$ cat src/rtl/ovc_pkg.sv
`default_nettype none

package ovc_pkg;

   // ------------------------------
   // router sizes
   // ------------------------------

   // output VCs on this port; input VCs use the same count
   localparam int NUM_VCS = 4;
   localparam int VC_IDX_W = $clog2(NUM_VCS);

   // input ports of the router, local port included
   localparam int NUM_PORTS = 5;
   localparam int PORT_IDX_W = $clog2(NUM_PORTS);

   // ------------------------------
   // flow control
   // ------------------------------

   // downstream buffer slots per output VC, all free after reset
   localparam int BUFFER_DEPTH = 8;

   // must hold 0 to BUFFER_DEPTH inclusive
   localparam int CREDIT_W = $clog2(BUFFER_DEPTH + 1);

   // payload carried next to head, tail and VC number
   localparam int FLIT_DATA_W = 32;

   // ------------------------------
   // output VC state
   // ------------------------------

   // idle VCs are free for allocation; active ones belong to one input VC
   typedef enum logic
   {
      OVC_IDLE   = 1'b0,
      OVC_ACTIVE = 1'b1
   } ovc_state_t;

endpackage

`default_nettype wire

$ cat src/rtl/ovc_state_fsm.sv
`default_nettype none
`timescale 1ns/10ps

module ovc_state_fsm
#(
   parameter int VC_ID = 0
)
(
   input  wire logic                          clk,
   input  wire logic                          reset,
   input  wire logic                          vc_gnt,
   input  wire logic [ovc_pkg::VC_IDX_W-1:0]   vc_gnt_vc,
   input  wire logic [ovc_pkg::PORT_IDX_W-1:0] vc_sel_ip,
   input  wire logic [ovc_pkg::VC_IDX_W-1:0]   vc_sel_ivc,
   input  wire logic                          stage_valid,
   input  wire logic [ovc_pkg::PORT_IDX_W-1:0] stage_ip,
   input  wire logic [ovc_pkg::VC_IDX_W-1:0]   stage_ivc,
   input  wire logic                          stage_tail,
   output logic                               flit_sel,
   output logic                               elig
);

   import ovc_pkg::*;

   ovc_state_t               state;
   logic [PORT_IDX_W-1:0]    alloc_ip;
   logic [VC_IDX_W-1:0]      alloc_ivc;
   logic                     gnt_hit;

   if (VC_ID >= NUM_VCS)
   begin : g_bad_vc_id
      $error("ovc_state_fsm: VC_ID out of range");
   end

   // allocation request addressed to this output VC
   assign gnt_hit = vc_gnt && (vc_gnt_vc == VC_IDX_W'(VC_ID));

   // ------------------------------
   // state register
   // ------------------------------
   always_ff @(posedge clk)
   begin
      if (reset)
         state <= OVC_IDLE;
      else if ((state == OVC_IDLE) && gnt_hit)
         state <= OVC_ACTIVE;
      else if ((state == OVC_ACTIVE) && flit_sel && stage_tail)
         state <= OVC_IDLE;
   end

   // owner of the VC, only meaningful while active
   always_ff @(posedge clk)
   begin
      if ((state == OVC_IDLE) && gnt_hit)
      begin
         alloc_ip  <= vc_sel_ip;
         alloc_ivc <= vc_sel_ivc;
      end
   end

   // staged flit belongs to the input VC holding this output VC
   assign flit_sel = (state == OVC_ACTIVE) && stage_valid &&
                     (stage_ip == alloc_ip) && (stage_ivc == alloc_ivc);

   assign elig = (state == OVC_IDLE);

endmodule

`default_nettype wire

$ cat src/rtl/credit_counter.sv
`default_nettype none
`timescale 1ns/10ps

module credit_counter
#(
   parameter int VC_ID = 0
)
(
   input  wire logic                        clk,
   input  wire logic                        reset,
   input  wire logic                        credit_valid,
   input  wire logic [ovc_pkg::VC_IDX_W-1:0] credit_vc,
   input  wire logic                        flit_sel,
   output logic                             full,
   output logic                             almost_full,
   output logic                             error
);

   import ovc_pkg::*;

   logic                  credit_q;
   logic [CREDIT_W-1:0]   count;
   logic                  at_max;
   logic                  at_zero;

   // credit return is staged for one cycle before it is counted
   always_ff @(posedge clk)
   begin
      if (reset)
         credit_q <= 1'b0;
      else
         credit_q <= credit_valid && (credit_vc == VC_IDX_W'(VC_ID));
   end

   assign at_max  = (count == CREDIT_W'(BUFFER_DEPTH));
   assign at_zero = (count == '0);

   // ------------------------------
   // credit count
   // ------------------------------
   // a credit and a sent flit in the same cycle cancel out
   always_ff @(posedge clk)
   begin
      if (reset)
      begin
         count <= CREDIT_W'(BUFFER_DEPTH);
         error <= 1'b0;
      end
      else if (credit_q && !flit_sel)
      begin
         if (at_max)
            error <= 1'b1;
         else
            count <= count + 1'b1;
      end
      else if (flit_sel && !credit_q)
      begin
         // sent with no slot left downstream
         if (at_zero)
            error <= 1'b1;
         else
            count <= count - 1'b1;
      end
   end

   assign full        = at_zero;
   assign almost_full = (count == CREDIT_W'(1));

endmodule

`default_nettype wire

$ cat src/rtl/channel_output.sv
`default_nettype none
`timescale 1ns/10ps

module channel_output
(
   input  wire logic                           clk,
   input  wire logic                           reset,
   input  wire logic                           sw_gnt,
   input  wire logic [ovc_pkg::PORT_IDX_W-1:0]  sw_sel_ip,
   input  wire logic [ovc_pkg::VC_IDX_W-1:0]    sw_sel_ivc,
   input  wire logic                           flit_head,
   input  wire logic                           flit_tail,
   input  wire logic [ovc_pkg::FLIT_DATA_W-1:0] flit_data,
   input  wire logic [ovc_pkg::NUM_VCS-1:0]     flit_sel_ovc,
   output logic                                stage_valid,
   output logic [ovc_pkg::PORT_IDX_W-1:0]       stage_ip,
   output logic [ovc_pkg::VC_IDX_W-1:0]         stage_ivc,
   output logic                                stage_tail,
   output logic                                channel_valid,
   output logic                                channel_head,
   output logic                                channel_tail,
   output logic [ovc_pkg::VC_IDX_W-1:0]         channel_vc,
   output logic [ovc_pkg::FLIT_DATA_W-1:0]      channel_data,
   output logic                                error
);

   import ovc_pkg::*;

   logic                     stage_head;
   logic [FLIT_DATA_W-1:0]   stage_data;
   logic [VC_IDX_W-1:0]      sel_vc;
   logic                     sent;

   // ------------------------------
   // flit staging
   // ------------------------------
   always_ff @(posedge clk)
   begin
      if (reset)
         stage_valid <= 1'b0;
      else
         stage_valid <= sw_gnt;
   end

   always_ff @(posedge clk)
   begin
      if (sw_gnt)
      begin
         stage_ip   <= sw_sel_ip;
         stage_ivc  <= sw_sel_ivc;
         stage_head <= flit_head;
         stage_tail <= flit_tail;
         stage_data <= flit_data;
      end
   end

   // one-hot select to VC number; at most one bit is ever set
   always_comb
   begin
      sel_vc = '0;
      for (int i = 0; i < NUM_VCS; i++)
      begin
         if (flit_sel_ovc[i])
            sel_vc = sel_vc | VC_IDX_W'(i);
      end
   end

   assign sent = |flit_sel_ovc;

   // ------------------------------
   // channel register
   // ------------------------------
   always_ff @(posedge clk)
   begin
      if (reset)
      begin
         channel_valid <= 1'b0;
         error         <= 1'b0;
      end
      else
      begin
         channel_valid <= sent;
         // nobody owns the staged flit, so it is dropped
         if (stage_valid && !sent)
            error <= 1'b1;
      end
   end

   always_ff @(posedge clk)
   begin
      if (sent)
      begin
         channel_head <= stage_head;
         channel_tail <= stage_tail;
         channel_vc   <= sel_vc;
         channel_data <= stage_data;
      end
   end

endmodule

`default_nettype wire

$ cat src/rtl/op_ctrl.sv
`default_nettype none
`timescale 1ns/10ps

module op_ctrl
(
   input  wire logic                           clk,
   input  wire logic                           reset,
   input  wire logic                           vc_gnt,
   input  wire logic [ovc_pkg::VC_IDX_W-1:0]    vc_gnt_vc,
   input  wire logic [ovc_pkg::PORT_IDX_W-1:0]  vc_sel_ip,
   input  wire logic [ovc_pkg::VC_IDX_W-1:0]    vc_sel_ivc,
   input  wire logic                           sw_gnt,
   input  wire logic [ovc_pkg::PORT_IDX_W-1:0]  sw_sel_ip,
   input  wire logic [ovc_pkg::VC_IDX_W-1:0]    sw_sel_ivc,
   input  wire logic                           flit_head,
   input  wire logic                           flit_tail,
   input  wire logic [ovc_pkg::FLIT_DATA_W-1:0] flit_data,
   input  wire logic                           credit_valid,
   input  wire logic [ovc_pkg::VC_IDX_W-1:0]    credit_vc,
   output logic [ovc_pkg::NUM_VCS-1:0]          elig_ovc,
   output logic [ovc_pkg::NUM_VCS-1:0]          full_ovc,
   output logic [ovc_pkg::NUM_VCS-1:0]          almost_full_ovc,
   output logic                                channel_valid,
   output logic                                channel_head,
   output logic                                channel_tail,
   output logic [ovc_pkg::VC_IDX_W-1:0]         channel_vc,
   output logic [ovc_pkg::FLIT_DATA_W-1:0]      channel_data,
   output logic                                error
);

   import ovc_pkg::*;

   logic                    stage_valid;
   logic [PORT_IDX_W-1:0]   stage_ip;
   logic [VC_IDX_W-1:0]     stage_ivc;
   logic                    stage_tail;
   logic [NUM_VCS-1:0]      flit_sel_ovc;
   logic [NUM_VCS-1:0]      credit_error;
   logic                    channel_error;

   // ------------------------------
   // per output VC control
   // ------------------------------
   for (genvar i = 0; i < NUM_VCS; i++)
   begin : g_vc
      ovc_state_fsm #(.VC_ID(i)) state_fsm_i
      (
         .clk         (clk),
         .reset       (reset),
         .vc_gnt      (vc_gnt),
         .vc_gnt_vc   (vc_gnt_vc),
         .vc_sel_ip   (vc_sel_ip),
         .vc_sel_ivc  (vc_sel_ivc),
         .stage_valid (stage_valid),
         .stage_ip    (stage_ip),
         .stage_ivc   (stage_ivc),
         .stage_tail  (stage_tail),
         .flit_sel    (flit_sel_ovc[i]),
         .elig        (elig_ovc[i])
      );

      credit_counter #(.VC_ID(i)) credit_i
      (
         .clk          (clk),
         .reset        (reset),
         .credit_valid (credit_valid),
         .credit_vc    (credit_vc),
         .flit_sel     (flit_sel_ovc[i]),
         .full         (full_ovc[i]),
         .almost_full  (almost_full_ovc[i]),
         .error        (credit_error[i])
      );
   end

   // staging and outgoing channel
   channel_output channel_output_i
   (
      .clk           (clk),
      .reset         (reset),
      .sw_gnt        (sw_gnt),
      .sw_sel_ip     (sw_sel_ip),
      .sw_sel_ivc    (sw_sel_ivc),
      .flit_head     (flit_head),
      .flit_tail     (flit_tail),
      .flit_data     (flit_data),
      .flit_sel_ovc  (flit_sel_ovc),
      .stage_valid   (stage_valid),
      .stage_ip      (stage_ip),
      .stage_ivc     (stage_ivc),
      .stage_tail    (stage_tail),
      .channel_valid (channel_valid),
      .channel_head  (channel_head),
      .channel_tail  (channel_tail),
      .channel_vc    (channel_vc),
      .channel_data  (channel_data),
      .error         (channel_error)
   );

   // every source is already sticky
   assign error = (|credit_error) || channel_error;

endmodule

`default_nettype wire

$ cat config.mk
export PLATFORM = sky130hd
export DESIGN_NAME = op_ctrl
export DESIGN_NICKNAME = d
export VERILOG_FILES = /design/src/rtl/ovc_pkg.sv /design/src/rtl/ovc_state_fsm.sv /design/src/rtl/credit_counter.sv /design/src/rtl/channel_output.sv /design/src/rtl/op_ctrl.sv
export SDC_FILE = /design/constraint.sdc
export NUM_CORES = 1
export LEC_CHECK = 0
export BUFFER_PORTS_ARGS = -buffer_cell sky130_fd_sc_hd__buf_2
export CAP_MARGIN = 20
export CORE_MARGIN = 2
export CORE_UTILIZATION = 49
export DETAILED_ROUTE_END_ITERATION = 8
export PLACE_DENSITY = 0.76
export SLEW_MARGIN = 10
export SYNTH_ARGS = -nofsm -noshare
export SYNTH_HDL_FRONTEND = slang
export SYNTH_SLANG_ARGS = --single-unit
$ cat constraint.sdc
create_clock -name clk -period 2.5 [get_ports clk]
set_input_delay 0.5 -clock clk [delete_from_list [all_inputs] [get_ports clk]]
set_output_delay 0.5 -clock clk [all_outputs]
set_load 0.05 [all_outputs]
== Word level (Yosys, flattened, before mapping) ==
Cells that the tools add are included.

* Register bits: 126
* Input port bits: 53
* Output and inout port bits: 50
* Logic and storage cells: 204

* Add/sub/neg operators: 8
* Equality and inequality tests: 34
* Multiplexer cells: 41
* Bitwise logic cells: 4
* Reduce and logical (&&, ||, !) cells: 80

{| class="wikitable"
|+ Operators by type and width
! operator !! number
|-
| 4-bit 2-to-1 mux || 16
|-
| 1-bit logical AND || 41
|-
| 1-bit 2-to-1 mux || 25
|-
| 3-bit AND reduction || 8
|-
| 2-bit nonzero test || 12
|-
| 4-bit by 1-bit adder with 4-bit output, second input constant || 4
|-
| 4-bit by 1-bit equality test with 1-bit output, second input constant || 4
|-
| 4-bit equality test, second input constant || 4
|-
| 4-bit zero test || 4
|-
| 2-bit inequality test, second input constant || 8
|-
| 4-bit by 1-bit subtractor with 4-bit output, second input constant || 4
|-
| 3-bit equality test || 4
|-
| 1-bit zero test || 9
|-
| 2-bit equality test || 4
|-
| 2-bit equality test, second input constant || 4
|-
| 2-bit by 1-bit inequality test with 1-bit output, second input constant || 4
|-
| 4-bit OR reduction || 2
|-
| 2-bit by 1-bit equality test with 1-bit output, second input constant || 2
|-
| 2-bit zero test || 2
|-
| 1-bit NOT || 4
|-
| 2-bit OR reduction || 1
|-
| 1-bit logical OR || 1
|}

== Longest topological paths before layout ==
* Word-level depth: 7
* Gate-level depth with buffers: 9
* Mapped depth without buffers: 9

== Hierarchy ==
From an unflattened synthesis, not the netlist that was laid out.

* Cell total of the unflattened synthesis: 376
* Area total of the unflattened synthesis: 5298.8 sq um

{| class="wikitable"
|+ Modules (own cells, without submodules)
! module !! times used !! cells each !! area each (sq um) !! sequential area each (sq um)
|-
| channel_output || 1 || 86 || 2378.5 || 2312.2
|-
| credit_counter at g_vc[1].credit_i ... || 2 || 52 || 445.4 || 120.1
|-
| ovc_state_fsm at g_vc[1].state_fsm_i ... || 2 || 19 || 284.0 || 170.2
|-
| credit_counter at g_vc[3].credit_i || 1 || 52 || 434.2 || 120.1
|-
| credit_counter at g_vc[0].credit_i || 1 || 52 || 432.9 || 120.1
|-
| ovc_state_fsm at g_vc[0].state_fsm_i || 1 || 20 || 306.5 || 170.2
|-
| ovc_state_fsm at g_vc[3].state_fsm_i || 1 || 21 || 275.3 || 170.2
|-
| op_ctrl || 1 || 3 || 12.5 || 0.0
|}

== Worst setup path before layout ==
OpenSTA, ideal clock, no wires.

* Path kind: flip-flop to flip-flop
* From: register channel_output_i.stage_ivc[0] in the netlist's numbering
* To: register channel_output_i.channel_valid
* Setup time: 0.126 ns
* Data arrival time: 2.503 ns
* Required time: 2.374 ns
* Setup slack: -0.130 ns
* Cell stages (with the launch flop): 6
* Path buffers: 0
* Period minus slack after synthesis: 2.630 ns
* Cell sequence: edfxtp_1 -> xor2_1 -> nor4_1 -> nand4_1 -> nand4_1 -> and2b_1

* Word-level cells in the longest chain between the ends: 3
* Elaborated cells on any way between the ends: 9
* Classes of those cells: eq/ne (4); reduce/logical (5)

{| class="wikitable"
|+ RTL lines
! item !! RTL line !! text
|-
| from (decl) || channel_output.sv:17 || <nowiki>output logic [ovc_pkg::VC_IDX_W-1:0] stage_ivc,</nowiki>
|-
| from (signal assigned) || channel_output.sv:50 || <nowiki>stage_ivc <= sw_sel_ivc;</nowiki>
|-
| 2-bit equality test || ovc_state_fsm.sv:63 || <nowiki>(stage_ip == alloc_ip) && (stage_ivc == alloc_ivc);</nowiki>
|-
| 1-bit logical AND || ovc_state_fsm.sv:63 ||
|-
| 4-bit OR reduction * || channel_output.sv:68 || <nowiki>assign sent = |flit_sel_ovc;</nowiki>
|-
| named net channel_output_i.sent || channel_output.sv:32 || <nowiki>logic sent;</nowiki>
|-
| to (signal assigned) || channel_output.sv:82 || <nowiki>channel_valid <= sent;</nowiki>
|-
| to (decl) || channel_output.sv:19 || <nowiki>output logic channel_valid,</nowiki>
|}

Mark *: on every way through the listed nets, which the timed path passes. The rest lies on a longest branch.
A chain may end at the register's enable or synchronous reset.

== Worst setup path in the final report ==
* From: register channel_output_i.stage_ivc[1] in the netlist's numbering
* To: register g_vc[1].credit_i.count[3]

* Word-level cells in the longest chain between the ends: 6
* Elaborated cells on any way between the ends: 10
* Classes of those cells: eq/ne (3); mux (1); reduce/logical (6)

{| class="wikitable"
|+ RTL lines
! item !! RTL line !! text
|-
| 2-bit equality test * || ovc_state_fsm.sv:63 ||
|-
| 1-bit logical AND * || ovc_state_fsm.sv:63 ||
|-
| 1-bit zero test || credit_counter.sv:49 || <nowiki>else if (credit_q && !flit_sel)</nowiki>
|-
| 1-bit logical AND || credit_counter.sv:49 ||
|-
| 2-bit inequality test (no line) / 2-bit nonzero test (equally long branches) || -- ||
|-
| 3-bit AND reduction (no line) || -- ||
|-
| to (signal assigned) || credit_counter.sv:46 || <nowiki>count <= CREDIT_W'(BUFFER_DEPTH);</nowiki>
|-
| to (signal assigned) || credit_counter.sv:54 || <nowiki>count <= count + 1'b1;</nowiki>
|-
| to (signal assigned) || credit_counter.sv:62 || <nowiki>count <= count - 1'b1;</nowiki>
|-
| to (decl) || credit_counter.sv:22 || <nowiki>logic [CREDIT_W-1:0] count;</nowiki>
|}

Mark *: on every way between the ends. The rest lies on a longest branch, timed or not.

==> metrics.md <==
| Metric | Value |
|---|---|
| Critical Path Source Type | `flop` |
| Post-synthesis instance total | `330` |
| Average routed wire per standard cell | `15.09 um` |
| Count of placed standard cells including taps | `approximately 560` |
| Crit end category | `flop` |
| Maximum number of pins on one net before global-route repair | `41` |
| Netlist Area Pre-Place | `4887 um^2` |
| Per-cell via count in the routed design | `about 4.9` |
| Die span in x | `103.9 um` |
| Proportion of synthesized chip area in sequential cells | `71.07%` |
| Post-Synthesis Net Count | `slightly above 400` |
| Top area cells in the synthesized netlist | `edfxtp_1, dfxtp_1, ha_1` |
| Fraction of layout instances using a drive strength above 1 | `35.55%` |
| Filler cell count | `703` |
| Count of TritonRoute iterations in the first routing pass | `4` |
| Number of flops mapped to enable cells by yosys | `between 90 and 100` |
| Synth Warn # | `0` |
| Hold slack | `156.8 ps` |
| Effective utilization at floorplan | `approximately half` |
| Number of slew-limit violations in the final report | `0` |
| Boundary pin count | `a little over 100` |
| Top achievable clock speed | `a little over 400 MHz` |
| First-pass GRT wire length | `approximately 15000 um` |
| Crit Path Max Fanout | `4` |
| Top post-synthesis cells by count | `edfxtp_1, dfxtp_1, inv_1` |
| # H-tree levels | `4` |
| Design Power | `4.928 mW` |
| Post-Layout Cell Count | `601` |
| HPWL after detailed placement | `6448 um` |
| Share of flip-flops with an asynchronous set or reset | `0%` |
| Class of the tightest hold or removal check | `input pin to flop` |
| Syn_area_per_cell | `14.81 um^2` |
| DRC violations left | `0` |
| Clock insertion delay at the later pin of the skew report | `about 520 ps` |
| Pwr dens | `792.9 nW/um^2` |
| Most common cell in the synthesized netlist | `edfxtp_1` |
| Rel. slew slack | `64.99%` |
| Setup Total Neg Slack | `0 ps` |
| Total CTS buffers | `17` |
| Post-synth top area cell | `edfxtp_1` |
| Port bufs | `102` |
| Std-Cell Rows | `36` |
| CTS clock-pin slew for the worst setup and hold paths | `60 ps` |
| Count of clock tree sinks | `126` |
| Max_cap viols | `0` |
| CP arrival | `2850 ps` |
| Period utilisation layout | `a little over nine tenths` |
| Master cell of the clock root buffer | `clkbuf_8` |
| Final net count | `527` |
| Final setup violating endpoints | `0` |
| Setup repair after global routing missed its margin | `true` |
| Distinct cell type count after synthesis | `27` |
| Worst setup slack for register-to-register paths | `50 ps` |
| Critical path type | `flop to flop` |
| Standby leakage power | `2.457 nW` |
| Dominant synthesized flop cell | `edfxtp_1` |
| Largest clock skew in the final design | `between 7 and 8 ps` |
| TritonCTS clock tree | `yes` |
| Overflow left after global routing | `0` |
| Synth Register Bits | `approximately 130` |
| Actual transition at the worst max-transition pin | `525.1 ps` |
| Area inside the core boundary | `9729 um^2` |
| Die height | `103.9 um` |
| Time the worst path needs with I/O delays and setup | `2448 ps` |
| All-layer global routing usage | `between 10% and 20%` |
| Detailed Route Iter0 Violations | `140` |
| Data required time of the critical path | `2910 ps` |
| Number of global-route vias before repair | `~3000` |
| Syn-to-layout area delta | `27.16%` |
| Area share of the largest cell type after synthesis | `58.37%` |
| Number of vias after detailed routing | `about 2900` |
| Worst-case vdd ir drop | `around 0.58 mV` |
| Overall die area | `10790 um^2` |
| Routed wire length | `9067 um` |
| Number of antenna-violating nets in the routed design | `0` |
| Clock tree buffer depth | `2` |
| Global placer's final weighted congestion | `0.8431` |
| Result of the run | `complete, no violations` |
| Antenna violations before repair | `1` |
| Number of hold violations in the final report | `0` |
[metrics by stage]
step | setup slack (ps) | area, um^2 | util (%)
2_1_floorplan | -68.55 | 4887 | -
3_3_place_gp | 25.01 | 5580 | 57.36
3_5_place_dp | -59.53 | 5580 | 57.36
4_1_cts | 10.01 | 6171 | 63.43
5_1_grt | -84.65 | 6215 | 63.88
6_report | 51.85 | 6215 | 63.88
[sequential cells by signal, summed over array words and instances (netlist names)]
name	cells
channel_output_i.stage_valid	1
channel_output_i.stage_ip	3
channel_output_i.error	1
channel_output_i.channel_valid	1
channel_output_i.channel_tail	1
channel_output_i.stage_ivc	2
g_vc.credit_i.error	4
g_vc.state_fsm_i.alloc_ip	12
channel_output_i.stage_data	32
g_vc.state_fsm_i.state	4
channel_output_i.stage_tail	1
g_vc.credit_i.count	16
channel_output_i.channel_vc	2
channel_output_i.channel_head	1
channel_output_i.channel_data	32
channel_output_i.stage_head	1
g_vc.credit_i.credit_q	4
g_vc.state_fsm_i.alloc_ivc	8
[timing repair]
action                                  in CTS  in global routing
setup buffers                                2                  2
hold buffers                                 0                  0
endpoints found under the setup margin       3                 12
gates resized for setup                      4                  6
pin swaps                                    4                  7
cloned                                       0                  0
[area by class of cell]
type	count	area [um^2]	area share (%)
Clock inverter	15	145.1	2.335
Timing Repair Buffer	120	658.1	10.59
Sequential cell	126	3473	55.89
Tap cell	133	166.4	2.678
Clock buffer	17	414.1	6.664
Antenna cell	1	2.502	0.04027
Multi-Input combinational cell	166	1269	20.41
Inverter	23	86.33	1.389
[cells by family (layout without fill, tap and decap cells)]
group	count (synthesis)	count (layout)	share of synthesized area, %
xor+xnor	36	36	6.452
flops	126	126	71.07
simple gates	73	73	8.679
mux	4	4	0.8193
other cells	0	1	0
buf+inv	38	175	3.840
fa+ha+maj	20	20	5.120
compound gates	33	33	4.020
[layer usage]
metal | global-route usage (%) | up-vias | share of wire (%)
met5 | 0 | - | 0
met4 | 8.784 | 0 | 2.7
met3 | 5.013 | 21 | 3.7
met2 | 28.52 | 76 | 51
met1 | 22.17 | 1396 | 43
li1 | - | 1434 | -
[power by group]
| part | total [mW] | internal, mW | switching, mW |
|---|---|---|---|
| sequential | 2.39 | 2.34 | 0.0478 |
| clock | 2.26 | 1.27 | 0.988 |
| combinational | 0.276 | 0.117 | 0.159 |
[worst max-delay path: stages (launching register included)]
cell and delay [ps]:
edfxtp_1 490, xor2_1 200, nor4_2 310, nand4_1 190, ha_2 250, or4_1 430
a211oi_2 260, xnor2_1 140, nand2b_1 60
[cells in the final DEF, fill, tap and decap left out, types with 2 or more instances in the layout]
cell          n
o21ai_0      12
nor3b_2       2
nor2b_1       2
nand4_1      11
clkinvlp_4    2
buf_2       102
ha_1         16
xnor2_1      16
dfxtp_1      31
a211oi_2      4
nor4_2        3
a21oi_1      16
inv_8         5
or4_1         7
mux2i_1       4
clkbuf_16    16
ha_2          4
edfxtp_1     95
nand2b_1      5
xor2_1       20
inv_6         6
inv_1        23
nand2_1       9
nor2_1       15
nor3b_1      11
buf_4        17
[path summary, 6_finish.rpt]
kind	startpoint	to	depth (start not counted)
setup reg to reg	channel_output_i.stage_ivc[1]	g_vc[1].credit_i.count[3]	8
setup / recovery	channel_output_i.stage_ivc[1]	g_vc[1].credit_i.count[3]	8
hold reg to reg	channel_output_i.stage_data[2]	channel_output_i.channel_data[2]	0
hold / removal	flit_data[20]	channel_output_i.stage_data[20]	1
No activity file was read; power rests on OpenSTA's default activity.
